`src/verilog/cpuPkg.sv`:
```
`default_nettype none

package cpuPkg;

	localparam int xlen = 32;
	localparam int regAddrW = 5;
	localparam int aluOpW = 4;

	// ALU operation codes
	localparam logic [aluOpW-1:0] aluAnd = 4'd0;
	localparam logic [aluOpW-1:0] aluOr = 4'd1;
	localparam logic [aluOpW-1:0] aluAdd = 4'd2;
	localparam logic [aluOpW-1:0] aluNor = 4'd3;
	localparam logic [aluOpW-1:0] aluXor = 4'd4;
	localparam logic [aluOpW-1:0] aluSub = 4'd6;
	localparam logic [aluOpW-1:0] aluSlt = 4'd7;
	localparam logic [aluOpW-1:0] aluLui = 4'd8;
	localparam logic [aluOpW-1:0] aluSll = 4'd10;

	// Primary opcodes in bits 31:26
	localparam logic [5:0] opRType = 6'd0;
	localparam logic [5:0] opJ = 6'd2;
	localparam logic [5:0] opBeq = 6'd4;
	localparam logic [5:0] opBne = 6'd5;
	localparam logic [5:0] opAddi = 6'd8;
	localparam logic [5:0] opAddiu = 6'd9;
	localparam logic [5:0] opAndi = 6'd12;
	localparam logic [5:0] opOri = 6'd13;
	localparam logic [5:0] opLui = 6'd15;
	localparam logic [5:0] opLw = 6'd35;
	localparam logic [5:0] opSw = 6'd43;

	// R-type function codes in bits 5:0
	localparam logic [5:0] fnSll = 6'd0;
	localparam logic [5:0] fnAdd = 6'd32;
	localparam logic [5:0] fnAddu = 6'd33;
	localparam logic [5:0] fnSub = 6'd34;
	localparam logic [5:0] fnSubu = 6'd35;
	localparam logic [5:0] fnAnd = 6'd36;
	localparam logic [5:0] fnOr = 6'd37;
	localparam logic [5:0] fnXor = 6'd38;
	localparam logic [5:0] fnNor = 6'd39;
	localparam logic [5:0] fnSlt = 6'd42;

	localparam logic [xlen-1:0] resetPc = 32'h0000_0000;

	typedef struct packed {
		logic [5:0] opcode;
		logic [regAddrW-1:0] rs;
		logic [regAddrW-1:0] rt;
		logic [regAddrW-1:0] rd;
		logic [4:0] shamt;
		logic [5:0] funct;
	} rTypeT;

	typedef struct packed {
		logic [5:0] opcode;
		logic [regAddrW-1:0] rs;
		logic [regAddrW-1:0] rt;
		logic [15:0] imm;
	} iTypeT;

	typedef struct packed {
		logic [5:0] opcode;
		logic [25:0] target;
	} jTypeT;

	// Same word in three field layouts
	typedef union packed {
		rTypeT rType;
		iTypeT iType;
		jTypeT jType;
	} instrWordT;

endpackage

`default_nettype wire
```
`src/verilog/mipsCore.sv`:
```
`timescale 1ns/1ps
`default_nettype none

module mipsCore (
	input wire logic clk,
	input wire logic rstN,
	output logic [cpuPkg::xlen-1:0] instrAddr,
	input wire logic [cpuPkg::xlen-1:0] instrData,
	output logic [cpuPkg::xlen-1:0] dataAddr,
	output logic [cpuPkg::xlen-1:0] dataWrData,
	output logic dataWe,
	input wire logic [cpuPkg::xlen-1:0] dataRdData
);
	import cpuPkg::*;

	instrWordT instr;
	logic [aluOpW-1:0] aluOp;
	logic aluSrcImm;
	logic signExt;
	logic regDstRd;
	logic regWe;
	logic memToReg;
	logic branchEq;
	logic branchNe;
	logic jump;
	logic [xlen-1:0] rsData;
	logic [xlen-1:0] rtData;
	logic [xlen-1:0] aluResult;
	logic takeBranch;
	logic [xlen-1:0] branchTarget;

	assign instr = instrData;
	assign dataAddr = aluResult;
	assign dataWrData = rtData; // SW stores rt

	fetchUnit fetch (
		.clk(clk),
		.rstN(rstN),
		.instr(instr),
		.takeBranch(takeBranch),
		.branchTarget(branchTarget),
		.jump(jump),
		.pc(instrAddr)
	);

	controlDecoder decode (
		.instr(instr),
		.aluOp(aluOp),
		.aluSrcImm(aluSrcImm),
		.signExt(signExt),
		.regDstRd(regDstRd),
		.regWe(regWe),
		.memToReg(memToReg),
		.memWe(dataWe),
		.branchEq(branchEq),
		.branchNe(branchNe),
		.jump(jump)
	);

	registerFile regs (
		.clk(clk),
		.rstN(rstN),
		.instr(instr),
		.regDstRd(regDstRd),
		.regWe(regWe),
		.memToReg(memToReg),
		.aluResult(aluResult),
		.loadData(dataRdData),
		.rsData(rsData),
		.rtData(rtData)
	);

	executeUnit execute (
		.instr(instr),
		.pc(instrAddr),
		.rsData(rsData),
		.rtData(rtData),
		.aluOp(aluOp),
		.aluSrcImm(aluSrcImm),
		.signExt(signExt),
		.branchEq(branchEq),
		.branchNe(branchNe),
		.aluResult(aluResult),
		.takeBranch(takeBranch),
		.branchTarget(branchTarget)
	);

endmodule

`default_nettype wire

```
`src/verilog/executeUnit.sv`:
```
`timescale 1ns/1ps
`default_nettype none

module executeUnit (
	input wire cpuPkg::instrWordT instr,
	input wire logic [cpuPkg::xlen-1:0] pc,
	input wire logic [cpuPkg::xlen-1:0] rsData,
	input wire logic [cpuPkg::xlen-1:0] rtData,
	input wire logic [cpuPkg::aluOpW-1:0] aluOp,
	input wire logic aluSrcImm,
	input wire logic signExt,
	input wire logic branchEq,
	input wire logic branchNe,
	output logic [cpuPkg::xlen-1:0] aluResult,
	output logic takeBranch,
	output logic [cpuPkg::xlen-1:0] branchTarget
);
	import cpuPkg::*;

	logic [xlen-1:0] immSext;
	logic [xlen-1:0] immExt;
	logic [xlen-1:0] opA;
	logic [xlen-1:0] opB;
	logic [xlen-1:0] pcPlus4;
	logic zero;

	assign immSext = {{(xlen-16){instr.iType.imm[15]}}, instr.iType.imm};
	assign immExt = signExt ? immSext : {{(xlen-16){1'b0}}, instr.iType.imm};

	// SLL shifts rt by shamt and ignores rs
	always_comb begin
		if (aluOp == aluSll) begin
			opA = rtData;
			opB = {{(xlen-5){1'b0}}, instr.rType.shamt};
		end else begin
			opA = rsData;
			opB = aluSrcImm ? immExt : rtData;
		end
	end

	always_comb begin
		case (aluOp)
			aluAnd: aluResult = opA & opB;
			aluOr: aluResult = opA | opB;
			aluAdd: aluResult = opA + opB;
			aluNor: aluResult = ~(opA | opB);
			aluXor: aluResult = opA ^ opB;
			aluSub: aluResult = opA - opB;
			aluSlt: begin
				aluResult = {{(xlen-1){1'b0}}, $signed(opA) < $signed(opB)};
			end
			aluSll: aluResult = opA << opB[4:0];
			aluLui: aluResult = {opB[15:0], 16'h0000}; // Imm to upper half
			default: aluResult = '0;
		endcase
	end

	assign zero = (aluResult == '0);
	assign takeBranch = (branchEq & zero) | (branchNe & ~zero);

	assign pcPlus4 = pc + 32'd4;
	assign branchTarget = pcPlus4 + {immSext[xlen-3:0], 2'b00}; // Word offset

endmodule

`default_nettype wire

```
`src/verilog/registerFile.sv`:
```
`timescale 1ns/1ps
`default_nettype none

module registerFile (
	input wire logic clk,
	input wire logic rstN,
	input wire cpuPkg::instrWordT instr,
	input wire logic regDstRd,
	input wire logic regWe,
	input wire logic memToReg,
	input wire logic [cpuPkg::xlen-1:0] aluResult,
	input wire logic [cpuPkg::xlen-1:0] loadData,
	output logic [cpuPkg::xlen-1:0] rsData,
	output logic [cpuPkg::xlen-1:0] rtData
);
	import cpuPkg::*;

	logic [xlen-1:0] regs [2**regAddrW];
	logic [regAddrW-1:0] wrAddr;
	logic [xlen-1:0] wrData;

	assign wrAddr = regDstRd ? instr.rType.rd : instr.rType.rt;
	assign wrData = memToReg ? loadData : aluResult;

	always_ff @(posedge clk or negedge rstN) begin
		if (!rstN) begin
			for (int i = 0; i < 2**regAddrW; i++) begin
				regs[i] <= '0;
			end
		end else if (regWe && wrAddr != '0) begin // $zero never written
			regs[wrAddr] <= wrData;
		end
	end

	assign rsData = (instr.rType.rs == '0) ? '0 : regs[instr.rType.rs];
	assign rtData = (instr.rType.rt == '0) ? '0 : regs[instr.rType.rt];

endmodule

`default_nettype wire

```
`src/verilog/controlDecoder.sv`:
```
`timescale 1ns/1ps
`default_nettype none

module controlDecoder (
	input wire cpuPkg::instrWordT instr,
	output logic [cpuPkg::aluOpW-1:0] aluOp,
	output logic aluSrcImm,
	output logic signExt,
	output logic regDstRd,
	output logic regWe,
	output logic memToReg,
	output logic memWe,
	output logic branchEq,
	output logic branchNe,
	output logic jump
);
	import cpuPkg::*;

	always_comb begin
		aluOp = aluAnd;
		aluSrcImm = 1'b0;
		signExt = 1'b0;
		regDstRd = 1'b0;
		regWe = 1'b0;
		memToReg = 1'b0;
		memWe = 1'b0;
		branchEq = 1'b0;
		branchNe = 1'b0;
		jump = 1'b0;

		if (instr != '0) begin // All-zero word is a NOP
			case (instr.rType.opcode)
				opRType: begin
					regDstRd = 1'b1;
					regWe = 1'b1;
					case (instr.rType.funct)
						fnAdd, fnAddu: aluOp = aluAdd; // No overflow trap
						fnSub, fnSubu: aluOp = aluSub;
						fnAnd: aluOp = aluAnd;
						fnOr: aluOp = aluOr;
						fnXor: aluOp = aluXor;
						fnNor: aluOp = aluNor;
						fnSlt: aluOp = aluSlt;
						fnSll: aluOp = aluSll;
						default: begin
							regDstRd = 1'b0;
							regWe = 1'b0;
						end
					endcase
				end
				opAddi, opAddiu: begin
					aluOp = aluAdd;
					aluSrcImm = 1'b1;
					signExt = 1'b1;
					regWe = 1'b1;
				end
				opAndi: begin
					aluOp = aluAnd;
					aluSrcImm = 1'b1;
					regWe = 1'b1;
				end
				opOri: begin
					aluOp = aluOr;
					aluSrcImm = 1'b1;
					regWe = 1'b1;
				end
				opLui: begin
					aluOp = aluLui;
					aluSrcImm = 1'b1;
					regWe = 1'b1;
				end
				opLw: begin
					aluOp = aluAdd; // Base plus offset
					aluSrcImm = 1'b1;
					signExt = 1'b1;
					regWe = 1'b1;
					memToReg = 1'b1;
				end
				opSw: begin
					aluOp = aluAdd;
					aluSrcImm = 1'b1;
					signExt = 1'b1;
					memWe = 1'b1;
				end
				opBeq: begin
					aluOp = aluSub; // Compare via zero flag
					signExt = 1'b1;
					branchEq = 1'b1;
				end
				opBne: begin
					aluOp = aluSub;
					signExt = 1'b1;
					branchNe = 1'b1;
				end
				opJ: jump = 1'b1;
				default: begin
				end
			endcase
		end
	end

endmodule

`default_nettype wire

```
`src/verilog/fetchUnit.sv`:
```
`timescale 1ns/1ps
`default_nettype none

module fetchUnit (
	input wire logic clk,
	input wire logic rstN,
	input wire cpuPkg::instrWordT instr,
	input wire logic takeBranch,
	input wire logic [cpuPkg::xlen-1:0] branchTarget,
	input wire logic jump,
	output logic [cpuPkg::xlen-1:0] pc
);
	import cpuPkg::*;

	logic [xlen-1:0] pcPlus4;
	logic [xlen-1:0] jumpTarget;
	logic [xlen-1:0] nextPc;

	assign pcPlus4 = pc + 32'd4;
	assign jumpTarget = {pcPlus4[31:28], instr.jType.target, 2'b00}; // Stays in 256 MB region

	always_comb begin
		if (jump) begin
			nextPc = jumpTarget;
		end else if (takeBranch) begin
			nextPc = branchTarget;
		end else begin
			nextPc = pcPlus4;
		end
	end

	always_ff @(posedge clk or negedge rstN) begin
		if (!rstN) begin
			pc <= resetPc;
		end else begin
			pc <= nextPc;
		end
	end

endmodule

`default_nettype wire

```
`config.mk`:
```
export PLATFORM = sky130hd
export DESIGN_NAME = mipsCore
export DESIGN_NICKNAME = d
export VERILOG_FILES = /design/src/verilog/cpuPkg.sv /design/src/verilog/mipsCore.sv /design/src/verilog/executeUnit.sv /design/src/verilog/registerFile.sv /design/src/verilog/controlDecoder.sv /design/src/verilog/fetchUnit.sv
export SDC_FILE = /design/constraint.sdc
export NUM_CORES = 2
export LEC_CHECK = 0
export BUFFER_PORTS_ARGS = -buffer_cell sky130_fd_sc_hd__buf_2
export CORE_ASPECT_RATIO = 0.7
export CORE_MARGIN = 5
export CORE_UTILIZATION = 40
export CTS_CLUSTER_DIAMETER = 30
export DETAILED_ROUTE_END_ITERATION = 8
export PLACE_DENSITY = 0.55
export SETUP_SLACK_MARGIN = 0.3
export SLEW_MARGIN = 10
export SYNTH_ARGS = -nofsm -noshare
export SYNTH_HDL_FRONTEND = slang
export SYNTH_SLANG_ARGS = --single-unit
export TNS_END_PERCENT = 30
```
`constraint.sdc`:
```
create_clock -name clk -period 10 [get_ports clk]
set_clock_uncertainty 0.1 [all_clocks]
set_input_delay 0.5 -clock clk [delete_from_list [all_inputs] [get_ports clk]]
set_output_delay 0.5 -clock clk [all_outputs]
set_load 0.02 [all_outputs]
```
==> impl_metrics.json <==
{
  "holdCritStartpoint": "instrData[1]",
  "rr_worst_depth": 29,
  "synth-main-ff-cell": "dfrtp_1",
  "criticalPathCategory": "input port to flip-flop",
  "hold_slack_ns": 0.0598,
  "grt_pass1_wl_um": 410000,
  "yosys_warnings": 0,
  "initial_core_util_pct": 40.3,
  "drt_iter0_markers": 8676,
  "final_net_count": 6799,
  "cap_violations": 0,
  "hold_viol_final": 0,
  "min_period_ns": 9.16,
  "worstPathArrival_ns": 9.77,
  "insertion_delay_ns": 0.87,
  "worstPathRequired_ns": 10.62,
  "yosysTopAreaCellShare_pct": 40.7,
  "die_h_um": 347,
  "p_leak_nw": 33.2,
  "worst_pin_slew_ns": 1.32,
  "grt_pass1_vias": 54110,
  "rsz0062_at_grt": "no",
  "synth_largest_area_cell": "dfrtp_1",
  "outcome": "completed",
  "slew_violations": 0,
  "synth.area.top_cells": "dfrtp_1 (41%), mux4_2 (18%), o21ai_0 (8.4%)",
  "final_util_pct": 47.8,
  "port_buffers": 160,
  "fmax_mhz": 109,
  "clock_path_buffers": 3,
  "ir_worst_vdd_uv": 170,
  "wl_per_cell_um": 32.2,
  "min_path_cells": 3,
  "r2r_slack_ns": 1.04,
  "die_area_mm2": 0.170,
  "drcViolationCount": 0,
  "cts_sinks": 1054,
  "finalWirelength_um": 287000,
  "drive_gt1_share_pct": 23.8,
  "grt_usage_pct": 33.0,
  "min_period_over_period_pct": 91.6,
  "fillers": 14942,
  "num_rows": 123,
  "path_max_fanout": 17,
  "total_power_mw": 14.9,
  "cts_made_buffers": 207,
  "area_growth_pct": 18.6,
  "multiInputGateArea_mm2": 0.0358,
  "whs_endpoint": "fetch.pc[3]",
  "cts_resized": 0,
  "seq_area_frac_synth_pct": 40.7,
  "syn_area_per_cell_um2": 10.0,
  "finalSetupTns_ns": 0,
  "ff_latch_area_mm2": 0.0264,
  "timing.slew.headroom_pct": 10.6,
  "synth_edf_count": 0,
  "dr.pass1.iters": 8,
  "slowest_delay_ns": 0.94,
  "grt_antenna_before_repair": 14,
  "synth_common_cells": "nand2_1 (1176), o21ai_0 (1085), dfrtp_1 (1054)",
  "slowest_stage": "a21boi_0",
  "rr_startpoint": "regs.regs[259]",
  "async_reset_ff_share_pct": 100,
  "final_antenna_net_count": 0,
  "cts_tree": "yes",
  "via_count": 56984,
  "h-tree-depth": 4,
  "ys_types": 98,
  "cp-end-kind": "flip-flop",
  "cts.reportedPaths.clkPinSlew_ns": 0.05,
  "gp_congestion": 1.05,
  "placeableCoreArea_mm2": 0.161,
  "root_buffer": "clkbuf_16",
  "syn_inst": 6469,
  "yosysMostFrequentCell": "nand2_1",
  "ys_ff_latch": 1054,
  "dpl.hpwl_um": 193000,
  "cellPowerDensity_mw_per_mm2": 193,
  "startpoint_type": "input port",
  "hp-class": "input port to flip-flop",
  "reg2reg_to": "fetch.pc[26]",
  "grt_max_degree": 171,
  "viasPerCell": 6.40,
  "ios": 163,
  "synthesis.area_mm2": 0.0649,
  "grt_overflow": 0,
  "setup_violations": 0,
  "die_width_um": 491,
  "worst_path_most_repeated_cell": "buf_4"
}
-- flip-flops by register name, indices dropped and copies added (netlist names) --
name	cells
fetch.pc	30
regs.regs	1024
-- cells by family (layout without fill, tap and decap cells) --
group           count (synthesis)  after routing  share of synthesized area, %
compound gates               1866           1866                          17.1
simple gates                 1801           1801                          11.8
flops                        1054           1054                          40.7
buf+inv                       767           1071                          4.89
mux                           749            749                          21.6
fa+ha+maj                     140            140                          2.73
xor+xnor                       91             91                          1.23
other cells                     1              6                       0.00578
-- power breakdown --
group,internal [mW],switching [mW]
combinational,0.993,1.76
clock,4.75,2.64
sequential,4.50,0.216
total,10.2,4.61
-- worst max-delay path, delay by kind of cell --
family | cells | cell delay (ns)
compound gates | 14 | 4.46
fa+ha+maj | 1 | 0.35
buf+inv | 9 | 2.18
mux | 1 | 0.31
simple gates | 8 | 1.94
-- what timing repair did --
item	4_1_cts	5_1_grt
setup buffers	0	0
hold endpoints to repair	103	0
hold buffers	7	0
-- placed cells by master, fill, tap and decap left out, types with 21 or more instances in the layout --
| master | n |
|---|---|
| a211oi_1 | 34 |
| a21o_1 | 41 |
| a21oi_1 | 181 |
| a22oi_1 | 71 |
| and3_1 | 23 |
| buf_12 | 21 |
| buf_2 | 153 |
| buf_4 | 356 |
| bufinv_16 | 28 |
| clkbuf_16 | 208 |
| clkinv_2 | 24 |
| clkinvlp_4 | 36 |
| dfrtp_1 | 1054 |
| ha_1 | 136 |
| inv_1 | 134 |
| mux2_2 | 49 |
| mux2i_1 | 154 |
| mux2i_2 | 31 |
| mux4_2 | 514 |
| nand2_1 | 1149 |
| nand2_4 | 27 |
| nand2b_1 | 31 |
| nand3_1 | 61 |
| nor2_1 | 240 |
| nor2b_1 | 27 |
| nor3_1 | 79 |
| nor4_1 | 31 |
| o211ai_1 | 36 |
| o21ai_0 | 1085 |
| o221ai_1 | 28 |
| o22ai_1 | 83 |
| o311ai_0 | 21 |
| o31ai_1 | 30 |
| or2_2 | 21 |
| or3_1 | 21 |
| xnor2_1 | 72 |
-- per-stage QoR --
| stage | setup slack (ns) | cells | instance area (µm²) |
|---|---|---|---|
| final | 0.843 | 8903 | 76900 |
| after global routing | 0.531 | 8899 | 76900 |
| after CTS | 1.20 | 8899 | 76900 |
| after detailed placement | 0.435 | 8503 | 69300 |
| after global placement | 0.493 | 8502 | 69300 |
| after floorplan | 0.403 | 6470 | 64900 |
-- layout make-up --
class / count / share of cell area (%)
clock buffers: 246 / 7.21
diodes: 4 / 0.0130
well taps: 2125 / 3.46
inverters: 139 / 0.678
clock inverters: 143 / 2.56
flip-flops and latches: 1054 / 34.3
repair buffers: 543 / 5.22
multi-input cells: 4649 / 46.6
-- worst max-delay path by stage --
stage,start,slack [ns],end,cells after the start
after floorplan,instrData[30],0.40,fetch.pc[10],33
after global placement,instrData[16],0.49,fetch.pc[26],32
after detailed placement,instrData[16],0.43,fetch.pc[26],32
after CTS,instrData[3],1.20,fetch.pc[26],32
after global routing,instrData[3],0.53,fetch.pc[26],32
final,instrData[14],0.84,fetch.pc[26],33
-- routing by layer --
layer / track usage (%) / routed length, µm / part of all wire, % / vias to the layer above
li1: - / - / - / 24042
met1: 48.8 / 124000 / 43 / 28786
met2: 44.1 / 113000 / 39 / 3606
met4: 12.5 / 12500 / 4.3 / 8
met3: 11.5 / 37400 / 13 / 542
met5: 0 / 54 / 0.019 / -
(Power assumes the default switching activity.)
